## config.mk

```make
export PLATFORM = sky130hd
export DESIGN_NAME = segre_ex_top
export DESIGN_NICKNAME = d
export VERILOG_FILES = /design/src/segre_pkg.sv /design/src/segre_alu.sv /design/src/segre_tkbr.sv /design/src/segre_ex_stage.sv /design/src/segre_ex_credit.sv /design/src/segre_ex_top.sv
export VERILOG_INCLUDE_DIRS = /design/src
export SDC_FILE = /design/constraint.sdc
export NUM_CORES = 1
export LEC_CHECK = 0
export ABC_CLOCK_PERIOD_IN_PS = 6900
export BUFFER_PORTS_ARGS = -buffer_cell sky130_fd_sc_hd__buf_2
export CAP_MARGIN = 20
export CORE_ASPECT_RATIO = 0.8
export CORE_MARGIN = 10
export CORE_UTILIZATION = 40
export CTS_CLUSTER_SIZE = 20
export DETAILED_ROUTE_END_ITERATION = 8
export PLACE_DENSITY_LB_ADDON = 0.25
export SETUP_SLACK_MARGIN = 0.1
export SYNTH_ARGS = -nofsm -noshare
export SYNTH_HDL_FRONTEND = slang
export SYNTH_SLANG_ARGS = --single-unit
```

## constraint.sdc

```tcl
create_clock -name clk_i -period 6.9 [get_ports clk_i]
set_clock_uncertainty 0.15 [all_clocks]
set_input_delay 0.345 -clock clk_i [delete_from_list [all_inputs] [get_ports clk_i]]
set_output_delay 0.345 -clock clk_i [all_outputs]
set_load 0.02 [all_outputs]
```

## src/segre_cfg.svh

```systemverilog
`ifndef SEGRE_CFG_SVH
`define SEGRE_CFG_SVH

// Datapath widths
`define WORD_SIZE 32
`define ADDR_SIZE 32

// Register file index width
`define REG_SIZE 5

// Slots in the memory stage input buffer, valid range 1 to 8
`define EX_CREDITS 2

// Sequential PC increment
`define PC_STEP 4

`endif

```

## src/segre_pkg.sv

```systemverilog
`default_nettype none

`include "segre_cfg.svh"

package segre_pkg;

    typedef logic [`WORD_SIZE-1:0] word_t;
    typedef logic [`ADDR_SIZE-1:0] addr_t;
    typedef logic [`REG_SIZE-1:0]  reg_idx_t;

    // Holds 0 to EX_CREDITS inclusive
    typedef logic [$clog2(`EX_CREDITS+1)-1:0] credit_cnt_t;

    typedef enum logic [4:0] {
        ALU_ADD,
        ALU_SUB,
        ALU_AND,
        ALU_OR,
        ALU_XOR,
        ALU_SLL,
        ALU_SRL,
        ALU_SRA,
        ALU_SLT,
        ALU_SLTU,
        // Conditional branches
        ALU_BEQ,
        ALU_BNE,
        ALU_BLT,
        ALU_BGE,
        ALU_BLTU,
        ALU_BGEU,
        // Unconditional jumps
        ALU_JAL,
        ALU_JALR
    } alu_opcode_e;

    typedef enum logic [1:0] {
        BYTE,
        HALF,
        WORD
    } memop_data_type_e;

endpackage : segre_pkg

`default_nettype wire

```

## src/segre_alu.sv

```systemverilog
`timescale 1ns/10ps
`default_nettype none

module segre_alu (
    input  segre_pkg::alu_opcode_e alu_opcode_i,
    input  segre_pkg::word_t       alu_src_a_i,
    input  segre_pkg::word_t       alu_src_b_i,
    output segre_pkg::word_t       alu_res_o
);

    import segre_pkg::*;

    logic [4:0] shamt;
    word_t      sum;

    assign shamt = alu_src_b_i[4:0];
    assign sum   = alu_src_a_i + alu_src_b_i;

    always_comb begin
        unique case (alu_opcode_i)
            ALU_ADD: begin
                alu_res_o = sum;
            end
            ALU_SUB: begin
                alu_res_o = alu_src_a_i - alu_src_b_i;
            end
            ALU_AND: begin
                alu_res_o = alu_src_a_i & alu_src_b_i;
            end
            ALU_OR: begin
                alu_res_o = alu_src_a_i | alu_src_b_i;
            end
            ALU_XOR: begin
                alu_res_o = alu_src_a_i ^ alu_src_b_i;
            end
            ALU_SLL: begin
                alu_res_o = alu_src_a_i << shamt;
            end
            ALU_SRL: begin
                alu_res_o = alu_src_a_i >> shamt;
            end
            ALU_SRA: begin
                alu_res_o = word_t'($signed(alu_src_a_i) >>> shamt);
            end
            ALU_SLT: begin
                alu_res_o = word_t'($signed(alu_src_a_i) < $signed(alu_src_b_i));
            end
            ALU_SLTU: begin
                alu_res_o = word_t'(alu_src_a_i < alu_src_b_i);
            end
            // Branch and JAL target is base plus offset
            ALU_BEQ, ALU_BNE, ALU_BLT, ALU_BGE, ALU_BLTU, ALU_BGEU, ALU_JAL: begin
                alu_res_o = sum;
            end
            // JALR target has bit 0 forced low
            ALU_JALR: begin
                alu_res_o = {sum[$bits(word_t)-1:1], 1'b0};
            end
            default: begin
                alu_res_o = '0;
            end
        endcase
    end

endmodule : segre_alu

`default_nettype wire

```

## src/segre_tkbr.sv

```systemverilog
`timescale 1ns/10ps
`default_nettype none

module segre_tkbr (
    input  segre_pkg::alu_opcode_e alu_opcode_i,
    input  segre_pkg::word_t       br_src_a_i,
    input  segre_pkg::word_t       br_src_b_i,
    output logic                   tkbr_o
);

    import segre_pkg::*;

    logic eq;
    logic lt_s;
    logic lt_u;

    assign eq   = (br_src_a_i == br_src_b_i);
    assign lt_s = ($signed(br_src_a_i) < $signed(br_src_b_i));
    assign lt_u = (br_src_a_i < br_src_b_i);

    always_comb begin
        unique case (alu_opcode_i)
            ALU_BEQ:  tkbr_o = eq;
            ALU_BNE:  tkbr_o = !eq;
            ALU_BLT:  tkbr_o = lt_s;
            ALU_BGE:  tkbr_o = !lt_s;
            ALU_BLTU: tkbr_o = lt_u;
            ALU_BGEU: tkbr_o = !lt_u;
            // Jumps always redirect
            ALU_JAL, ALU_JALR: begin
                tkbr_o = 1'b1;
            end
            default: begin
                tkbr_o = 1'b0;
            end
        endcase
    end

endmodule : segre_tkbr

`default_nettype wire

```

## src/segre_ex_stage.sv

```systemverilog
`timescale 1ns/10ps
`default_nettype none

`include "segre_cfg.svh"

module segre_ex_stage (
    input  logic                        clk_i,
    input  logic                        rst_i,
    input  logic                        valid_id_i,
    input  logic                        inject_nops_i,
    input  logic                        send_i,
    // ID/EX instruction
    input  segre_pkg::alu_opcode_e      alu_opcode_i,
    input  segre_pkg::word_t            alu_src_a_i,
    input  segre_pkg::word_t            alu_src_b_i,
    input  segre_pkg::word_t            br_src_a_i,
    input  segre_pkg::word_t            br_src_b_i,
    input  segre_pkg::word_t            rf_st_data_i,
    input  logic                        rf_we_i,
    input  segre_pkg::reg_idx_t         rf_waddr_i,
    input  segre_pkg::memop_data_type_e memop_type_i,
    input  logic                        memop_rd_i,
    input  logic                        memop_wr_i,
    input  logic                        memop_sign_ext_i,
    input  segre_pkg::addr_t            pc_i,
    // EX/MEM and redirect
    output logic                        held_o,
    output logic                        valid_ex_o,
    output segre_pkg::word_t            alu_res_o,
    output logic                        rf_we_o,
    output segre_pkg::reg_idx_t         rf_waddr_o,
    output segre_pkg::word_t            rf_st_data_o,
    output segre_pkg::memop_data_type_e memop_type_o,
    output logic                        memop_rd_o,
    output logic                        memop_wr_o,
    output logic                        memop_sign_ext_o,
    output logic                        tkbr_o,
    output segre_pkg::addr_t            new_pc_o,
    output segre_pkg::addr_t            seq_new_pc_o
);

    import segre_pkg::*;

    logic             load;
    logic             valid_q;
    logic             rf_we_q;
    logic             memop_rd_q;
    logic             memop_wr_q;
    alu_opcode_e      alu_opcode_q;
    word_t            alu_src_a_q;
    word_t            alu_src_b_q;
    word_t            br_src_a_q;
    word_t            br_src_b_q;
    word_t            rf_st_data_q;
    reg_idx_t         rf_waddr_q;
    memop_data_type_e memop_type_q;
    logic             memop_sign_ext_q;
    addr_t            seq_pc_q;
    word_t            alu_res;
    logic             tkbr;
    logic             is_jump;

    // Take a new item when empty or when the current one leaves
    assign load = !valid_q || send_i;

    always_ff @(posedge clk_i) begin
        if (rst_i || inject_nops_i) begin
            valid_q    <= 1'b0;
            rf_we_q    <= 1'b0;
            memop_rd_q <= 1'b0;
            memop_wr_q <= 1'b0;
        end else if (load) begin
            valid_q    <= valid_id_i;
            rf_we_q    <= rf_we_i;
            memop_rd_q <= memop_rd_i;
            memop_wr_q <= memop_wr_i;
        end
    end

    // Payload fields
    always_ff @(posedge clk_i) begin
        if (load) begin
            alu_opcode_q     <= alu_opcode_i;
            alu_src_a_q      <= alu_src_a_i;
            alu_src_b_q      <= alu_src_b_i;
            br_src_a_q       <= br_src_a_i;
            br_src_b_q       <= br_src_b_i;
            rf_st_data_q     <= rf_st_data_i;
            rf_waddr_q       <= rf_waddr_i;
            memop_type_q     <= memop_type_i;
            memop_sign_ext_q <= memop_sign_ext_i;
            seq_pc_q         <= pc_i + addr_t'(`PC_STEP);
        end
    end

    segre_alu i_segre_alu (
        .alu_opcode_i (alu_opcode_q),
        .alu_src_a_i  (alu_src_a_q),
        .alu_src_b_i  (alu_src_b_q),
        .alu_res_o    (alu_res)
    );

    segre_tkbr i_segre_tkbr (
        .alu_opcode_i (alu_opcode_q),
        .br_src_a_i   (br_src_a_q),
        .br_src_b_i   (br_src_b_q),
        .tkbr_o       (tkbr)
    );

    assign is_jump = (alu_opcode_q == ALU_JAL) || (alu_opcode_q == ALU_JALR);

    assign held_o     = valid_q;
    assign valid_ex_o = valid_q && send_i;
    assign tkbr_o     = tkbr && valid_ex_o;

    // Jumps write back the link address
    assign alu_res_o    = is_jump ? word_t'(seq_pc_q) : alu_res;
    assign new_pc_o     = addr_t'(alu_res);
    assign seq_new_pc_o = seq_pc_q;

    assign rf_we_o          = rf_we_q && valid_ex_o;
    assign memop_rd_o       = memop_rd_q && valid_ex_o;
    assign memop_wr_o       = memop_wr_q && valid_ex_o;
    assign rf_waddr_o       = rf_waddr_q;
    assign rf_st_data_o     = rf_st_data_q;
    assign memop_type_o     = memop_type_q;
    assign memop_sign_ext_o = memop_sign_ext_q;

    // A stalled item stays intact until a credit lets it go
    held_item_stable: assert property (
        @(posedge clk_i) disable iff (rst_i)
        (valid_q && !send_i && !inject_nops_i) |=>
            (valid_q && $stable({alu_opcode_q, alu_src_a_q, alu_src_b_q, br_src_a_q,
                                 br_src_b_q, rf_st_data_q, rf_waddr_q, seq_pc_q}))
    );

endmodule : segre_ex_stage

`default_nettype wire

```

## src/segre_ex_credit.sv

```systemverilog
`timescale 1ns/10ps
`default_nettype none

`include "segre_cfg.svh"

module segre_ex_credit (
    input  logic clk_i,
    input  logic rst_i,
    input  logic item_held_i,
    input  logic credit_return_i,
    output logic send_o,
    output logic stall_o
);

    import segre_pkg::*;

    localparam credit_cnt_t MaxCredits = credit_cnt_t'(`EX_CREDITS);

    credit_cnt_t cnt_q;
    credit_cnt_t cnt_d;
    logic        has_credit;

    assign has_credit = (cnt_q != '0);
    assign send_o     = item_held_i && has_credit;
    assign stall_o    = item_held_i && !has_credit;

    // Return and send together cancel out
    always_comb begin
        cnt_d = cnt_q;
        if (send_o && !credit_return_i) begin
            cnt_d = cnt_q - 1'b1;
        end else if (credit_return_i && !send_o) begin
            cnt_d = cnt_q + 1'b1;
        end
    end

    always_ff @(posedge clk_i) begin
        if (rst_i) begin
            cnt_q <= MaxCredits;
        end else begin
            cnt_q <= cnt_d;
        end
    end

    credit_cnt_bounded: assert property (
        @(posedge clk_i) disable iff (rst_i)
        cnt_q <= MaxCredits
    );

    // Memory stage frees only slots that were filled
    no_return_when_full: assert property (
        @(posedge clk_i) disable iff (rst_i)
        credit_return_i |-> (cnt_q != MaxCredits)
    );

endmodule : segre_ex_credit

`default_nettype wire

```

## src/segre_ex_top.sv

```systemverilog
`timescale 1ns/10ps
`default_nettype none

module segre_ex_top (
    input  logic                        clk_i,
    input  logic                        rst_i,
    input  logic                        valid_id_i,
    input  logic                        inject_nops_i,
    input  logic                        credit_return_i,
    output logic                        stall_o,
    // From decode
    input  segre_pkg::alu_opcode_e      alu_opcode_i,
    input  segre_pkg::word_t            alu_src_a_i,
    input  segre_pkg::word_t            alu_src_b_i,
    input  segre_pkg::word_t            br_src_a_i,
    input  segre_pkg::word_t            br_src_b_i,
    input  segre_pkg::word_t            rf_st_data_i,
    input  logic                        rf_we_i,
    input  segre_pkg::reg_idx_t         rf_waddr_i,
    input  segre_pkg::memop_data_type_e memop_type_i,
    input  logic                        memop_rd_i,
    input  logic                        memop_wr_i,
    input  logic                        memop_sign_ext_i,
    input  segre_pkg::addr_t            pc_i,
    // To memory stage
    output logic                        valid_ex_o,
    output segre_pkg::word_t            alu_res_o,
    output logic                        rf_we_o,
    output segre_pkg::reg_idx_t         rf_waddr_o,
    output segre_pkg::word_t            rf_st_data_o,
    output segre_pkg::memop_data_type_e memop_type_o,
    output logic                        memop_rd_o,
    output logic                        memop_wr_o,
    output logic                        memop_sign_ext_o,
    // To fetch
    output logic                        tkbr_o,
    output segre_pkg::addr_t            new_pc_o,
    output segre_pkg::addr_t            seq_new_pc_o
);

    logic held;
    logic send;

    segre_ex_stage i_segre_ex_stage (
        .clk_i            (clk_i),
        .rst_i            (rst_i),
        .valid_id_i       (valid_id_i),
        .inject_nops_i    (inject_nops_i),
        .send_i           (send),
        .alu_opcode_i     (alu_opcode_i),
        .alu_src_a_i      (alu_src_a_i),
        .alu_src_b_i      (alu_src_b_i),
        .br_src_a_i       (br_src_a_i),
        .br_src_b_i       (br_src_b_i),
        .rf_st_data_i     (rf_st_data_i),
        .rf_we_i          (rf_we_i),
        .rf_waddr_i       (rf_waddr_i),
        .memop_type_i     (memop_type_i),
        .memop_rd_i       (memop_rd_i),
        .memop_wr_i       (memop_wr_i),
        .memop_sign_ext_i (memop_sign_ext_i),
        .pc_i             (pc_i),
        .held_o           (held),
        .valid_ex_o       (valid_ex_o),
        .alu_res_o        (alu_res_o),
        .rf_we_o          (rf_we_o),
        .rf_waddr_o       (rf_waddr_o),
        .rf_st_data_o     (rf_st_data_o),
        .memop_type_o     (memop_type_o),
        .memop_rd_o       (memop_rd_o),
        .memop_wr_o       (memop_wr_o),
        .memop_sign_ext_o (memop_sign_ext_o),
        .tkbr_o           (tkbr_o),
        .new_pc_o         (new_pc_o),
        .seq_new_pc_o     (seq_new_pc_o)
    );

    segre_ex_credit i_segre_ex_credit (
        .clk_i           (clk_i),
        .rst_i           (rst_i),
        .item_held_i     (held),
        .credit_return_i (credit_return_i),
        .send_o          (send),
        .stall_o         (stall_o)
    );

endmodule : segre_ex_top

`default_nettype wire

```

======== After elaboration in Yosys (flattened, before gate mapping) ========
Index checks and enable logic that the tools add are counted.
storage, ports and cells
  register bits ........................... 211
  bits of input ports ..................... 213
  word-level logic and storage cells ...... 77
cells by class
  add/subtract/negate cells ............... 5
  order comparisons ....................... 4
  equal/unequal tests ..................... 18
  shifts and indexed selects .............. 3
  muxes and demuxes ....................... 5
  bitwise gates (word level) .............. 3
  reductions and logical operators ........ 24
operators by type and width
  cell                   number
  $pmux 32 s11           1
  $lt 32x32->1           4
  $eq 5x4->1 const B     8
  $add 32x3->32 const B  1
  $add 32x32->32         1
  $and 32x32->32         1
  $eq 32x32->1           1
  $mux 32                1
  $or 32x32->32          1
  $shl 32x5->32          1
  $shr 32x5->32          1
  $sshr 32x5->32         1
  $sub 32x32->32         1
  $xor 32x32->32         1
  $eq 5x3->1 const B     4
  $eq 5x2->1 const B     2
  $eq 5x5->1 const B     2
  $logic_and 1x1->1      9
  $reduce_or 8->1        1
  $logic_not 1->1        7
  $pmux 1 s7             1
  $eq 5x1->1 const B     1
  $logic_not 5->1        1
  $mux 2                 2
  5 further kinds        8

======== Depth between registers and ports, before layout ========
  depth in word-level cells ............... 6
  mapped depth ............................ 16

======== Hierarchy ========
A second synthesis with hierarchy kept.
unflattened totals
  cells, all modules ...................... 1,744
  area, all modules ....................... 17,200.2 µm²
by module, submodules not included
  module           times used  cells an instance  area an instance (µm²)  sequential area each (µm²)
  segre_alu        1           1,258              8,742.1                 0.0
  segre_ex_stage   1           349                7,405.9                 6,236.0
  segre_tkbr       1           125                940.9                   0.0
  segre_ex_credit  1           12                 111.4                   40.0

======== Worst setup path before layout ========
Ideal clock, no wire load.
  kind .................................... register to register
  from .................................... register i_segre_ex_credit.cnt_q[0]
  to ...................................... register i_segre_ex_stage.alu_opcode_q[0] (enable)
  library setup time ...................... 1.031 ns
  arrival time ............................ 4.196 ns
  required time ........................... 5.719 ns
  path slack .............................. 1.523 ns
  stages on the path, launching flop included .. 3
  path buffers ............................ 0
  period minus slack after synthesis ...... 5.377 ns
  cells stage by stage .................... dfxtp_1 -> nor3b_1 -> inv_1
between the ends
  cells in the longest elaborated chain, start to end .. 3
ends and longest elaborated chain
  what                             RTL line               RTL
  start, declared                  segre_ex_credit.sv:19  credit_cnt_t cnt_q;
  start signal, assigned           segre_ex_credit.sv:39  cnt_q <= MaxCredits;
  start signal, assigned           segre_ex_credit.sv:41  cnt_q <= cnt_d;
  start signal, assigned           segre_ex_credit.sv:47  cnt_q <= MaxCredits
  $reduce_bool 2->1                segre_ex_credit.sv:23  assign has_credit = (cnt_q != '0);
  $logic_and 1x1->1                segre_ex_credit.sv:24  assign send_o = item_held_i && has_credit;
  $logic_or 1x1->1                 segre_ex_stage.sv:64   assign load = !valid_q || send_i;
  named net i_segre_ex_stage.load  segre_ex_stage.sv:44   logic load;
  end signal, assigned             segre_ex_stage.sv:83   alu_opcode_q <= alu_opcode_i;
  end, declared                    segre_ex_stage.sv:49   alu_opcode_e alu_opcode_q;
The timed path passes the listed nets, and every way through them passes these cells.
A chain may end at the register's enable or synchronous reset.

======== Worst setup path in the final report ========
  from .................................... register i_segre_ex_stage.alu_src_b_q[0]
  to ...................................... output port alu_res_o[0]
between the ends
  cells in the longest elaborated chain, start to end .. 3
  elaborated cells on any way between the ends .. 12
  classes of those cells .................. 2 x add/sub; 2 x order compare; 3 x shift; 2 x mux; 3 x bitwise
ends and longest elaborated chain
  what                                    RTL line               RTL
  start, declared                         segre_ex_stage.sv:51   word_t alu_src_b_q;
  start signal, assigned                  segre_ex_stage.sv:85   alu_src_b_q <= alu_src_b_i;
  $add 32x32->32 (tied with other cells)  segre_alu.sv:17        assign sum = alu_src_a_i + alu_src_b_i;
  $pmux 32 s11 (*)                        segre_alu.sv:20        unique case (alu_opcode_i)
  $mux 32 (*)                             segre_ex_stage.sv:117  assign alu_res_o = is_jump ? word_t'(seq_pc_q) : alu_res;
  end, declared                           segre_ex_top.sv:27     output segre_pkg::word_t alu_res_o,
Mark *: on every way between the ends. The rest lies on a longest branch, timed or not.

==> reports/qor.yml <==
ys_seq_elements: 211
clk_pin_slew_ns: 0.06
p_sw_mw: 1.53
grt-ovfl-total: 0
tightest_slew_ns: 1.03
path_max_fanout: 26
path_class: "reg2out"
rsz0062_at_grt: "no"
ys_warn_count: 0
grt_pass1_vias: 16800
start_kind: "flip-flop"
wire_per_inst_um: 27.6
syn_nets: 2081
ys_types: 93
die_area_mm2: 0.0516
core_area_mm2: 0.0421
io_buffers: 354
pre_cts_slack_ns: 2.15
area_growth_pct: 30.0
crit_required_ns: 6.40
hold_path.class: "in2reg"
grt_first_pass_wirelength_um: 114000
htree_num_levels: 1
detail_route.wirelength_um: 77900
grt_usage: 0.291
initial_utilization: 0.407
slew_viol_final: 0
fill_cells: 3727
relSlewSlack: 0.309
grt_max_degree: 128
cts_tree: "done"
combPwrFrac: 0.328
finalCriticalPeriod_ns: 5.53
setup_viol: 0
drt-pass1-iter-count: 6
placed_cells: 2562
synth.area.top_cells: "edfxtp_1 36%, ha_1 9.6%, mux4_2 8.4%"
p_clk_frac: 0.309
cell_internal_pwr_mw: 2.80
rows: 67
synth_area_per_cell_um2: 9.88
antenna_found_initial: 7
fmaxAchievable_ghz: 0.181
irDropWorstVdd_v: 0.000240
cap_violations: 0
route.antenna.remaining_nets: 0
instances_no_fill: 2819
synth_most_common_cell: "edfxtp_1"
place_congestion: 0.975
via_per_inst: 6.06
slowest_delay_ns: 0.96
synth_edf_count: 205
syn_area_mm2: 0.0171
powerDensity_mw_per_mm2: 195
worstPathArrival_ns: 5.03
cts_root_buf: "clkbuf_16"
hold_viol_final: 0
synth_common_cells: "205 x edfxtp_1, 163 x nor2_1, 137 x inv_1"
nets: 2593
cts_buffer_depth: 3
fin_ws_ns: 1.37
fp.dieH_um: 205
drive_gt1_frac: 0.244
synth_top_flop_cell: "edfxtp_1"
synth_area_leader_cell: "edfxtp_1"
drc: 0
cp-end-kind: "primary output"
swShare: 0.354
leakage_nw: 9.55
cp_top_family: "compound AO/OA/AOI/OAI gates"
die_x_um: 251
ys_async_sr_fraction: 0
synth.top_cell.area_share: 0.359
post-route-period-util: 0.801
drt_first_iter_violations: 2115
status: "finished clean"
crit_chain: "ha_1 -> fa_1 -> nor3_1 -> a211o_1 -> and3_1 -> o21ai_1 -> a21oi_1 -> o2111ai_1 -> a21oi_1 -> o21ai_1 -> mux2_2 -> buf_2"
hpwl_um: 57800
path_buf_inv: 1
clk_latency_ns: 0.58
synthCells: 1735
cts.sinks: 211
ctsResizeCount: 0
slowest_stage: "edfxtp_1"
ys_seq_area_frac: 0.366
cts_buffers: 24
io_pins: 355
seqPwrFrac: 0.363
vias: 17100
setup_tns_ns: 0
[cell families (layout without fill, tap and decap cells)]
| kind of cell | Yosys count | count (layout) | synth area share |
|---|---|---|---|
| flip-flops | 211 | 211 | 0.366 |
| multiplexers | 125 | 125 | 0.122 |
| XOR/XNOR | 36 | 36 | 0.0184 |
| AO/OA/AOI/OAI | 504 | 504 | 0.203 |
| buffers and inverters | 244 | 772 | 0.0594 |
| adder cells (fa/ha/maj) | 134 | 134 | 0.0986 |
| AND/OR/NAND/NOR | 481 | 481 | 0.132 |
| other | 0 | 4 | 0 |
[tightest hold or removal path, cell delays in order]
cell	delay, ns
buf_2	0.10
inv_1	0.05
ha_1	0.17
xor2_1	0.08
nor2_1	0.07
[cells in the final DEF, fill, tap and decap left out, types with 11 or more instances in the layout]
cell and instances:
dlygate4sd3_1 211, a21o_1 32, clkbuf_16 24, a211oi_1 22, buf_4 24, o211ai_1 25, nand2b_1 17, nor2b_1 12
mux2i_1 28, nand3_1 27, xnor2_1 30, edfxtp_1 205, a221oi_1 13, a21oi_1 120, a31oi_1 20, buf_2 354
and3_1 13, nand4_1 19, o21ai_0 79, nor3_1 49, mux4_2 64, mux2_2 33, inv_1 136, a22oi_1 12
o21bai_1 11, o31ai_1 12, and2_1 14, or3_1 18, o2111ai_1 17, ha_1 131, o22ai_1 16, nand2_1 112
nor2_1 163
[cell type report]
cell class                      instances  area (um2)  share of cell area
Antenna cell                            4        10.0            0.000449
Clock buffer                           27         612              0.0275
Clock inverter                         15         189             0.00848
Inverter                              140         533              0.0239
Multi-Input combinational cell       1280        9880               0.443
Sequential cell                       211        6280               0.282
Tap cell                              552         691              0.0310
Timing Repair Buffer                  590        4080               0.183
[power by group through the flow]
stage                     combinational (mW)  sequential, mW  clock, mW
after CTS                               1.39            1.57       1.35
final                                   1.42            1.57       1.34
after global routing                    1.51            1.58       1.41
after detailed placement                1.28            1.60          0
after floorplan                        0.787            1.60          0
after global placement                  1.28            1.59          0
[layer usage]
metal	share of wire	global-route usage	routed length [um]	up-vias
li1	-	-	-	7619
met1	0.42	0.391	32400	8382
met2	0.45	0.459	35100	971
met3	0.11	0.0809	8520	100
met4	0.024	0.0696	1900	0
met5	0	0	0	-
[registers in the layout, indices dropped and copies added, names as in the netlist, 2 cells and up]
signal and count:
i_segre_ex_credit.cnt_q 2, i_segre_ex_stage.alu_opcode_q 5, i_segre_ex_stage.alu_src_a_q 32, i_segre_ex_stage.alu_src_b_q 32, i_segre_ex_stage.br_src_a_q 32, i_segre_ex_stage.br_src_b_q 32
i_segre_ex_stage.memop_type_o 2, i_segre_ex_stage.rf_st_data_o 32, i_segre_ex_stage.rf_waddr_o 5, i_segre_ex_stage.seq_new_pc_o 32
[stage by stage]
stage | util | area (um2) | hold slack (ns) | power (mW)
CTS | 0.529 | 22300 | 0.110 | 4.31
floorplan | - | 17100 | 0.267 | 2.38
finish | 0.529 | 22300 | 0.117 | 4.33
detailed placement | 0.460 | 19300 | 0.373 | 2.88
global placement | 0.460 | 19300 | 0.366 | 2.87
global route | 0.529 | 22300 | 0.159 | 4.50
[repair_timing]
item / 4_1_cts / 5_1_grt
setup buffers: 0 / 0
hold buffers: 211 / 0
endpoints found under the hold margin: 211 / 0
setup endpoints to repair: 0 / 0
[path summary, 6_finish.rpt]
| check | slack (ns) | cells past startpoint | from | end |
|---|---|---|---|---|
| worst min register to register | 0.39 | 2 | i_segre_ex_stage.memop_wr_q | i_segre_ex_stage.memop_wr_q |
| worst max-delay path | 1.37 | 12 | i_segre_ex_stage.alu_src_b_q[0] | alu_res_o[0] |
| worst max register to register | 4.00 | 4 | i_segre_ex_credit.cnt_q[0] | i_segre_ex_stage.seq_new_pc_o[26] |
| worst min-delay path | 0.12 | 5 | credit_return_i | i_segre_ex_credit.cnt_q[0] |
Power figures use the tool's default switching activity.
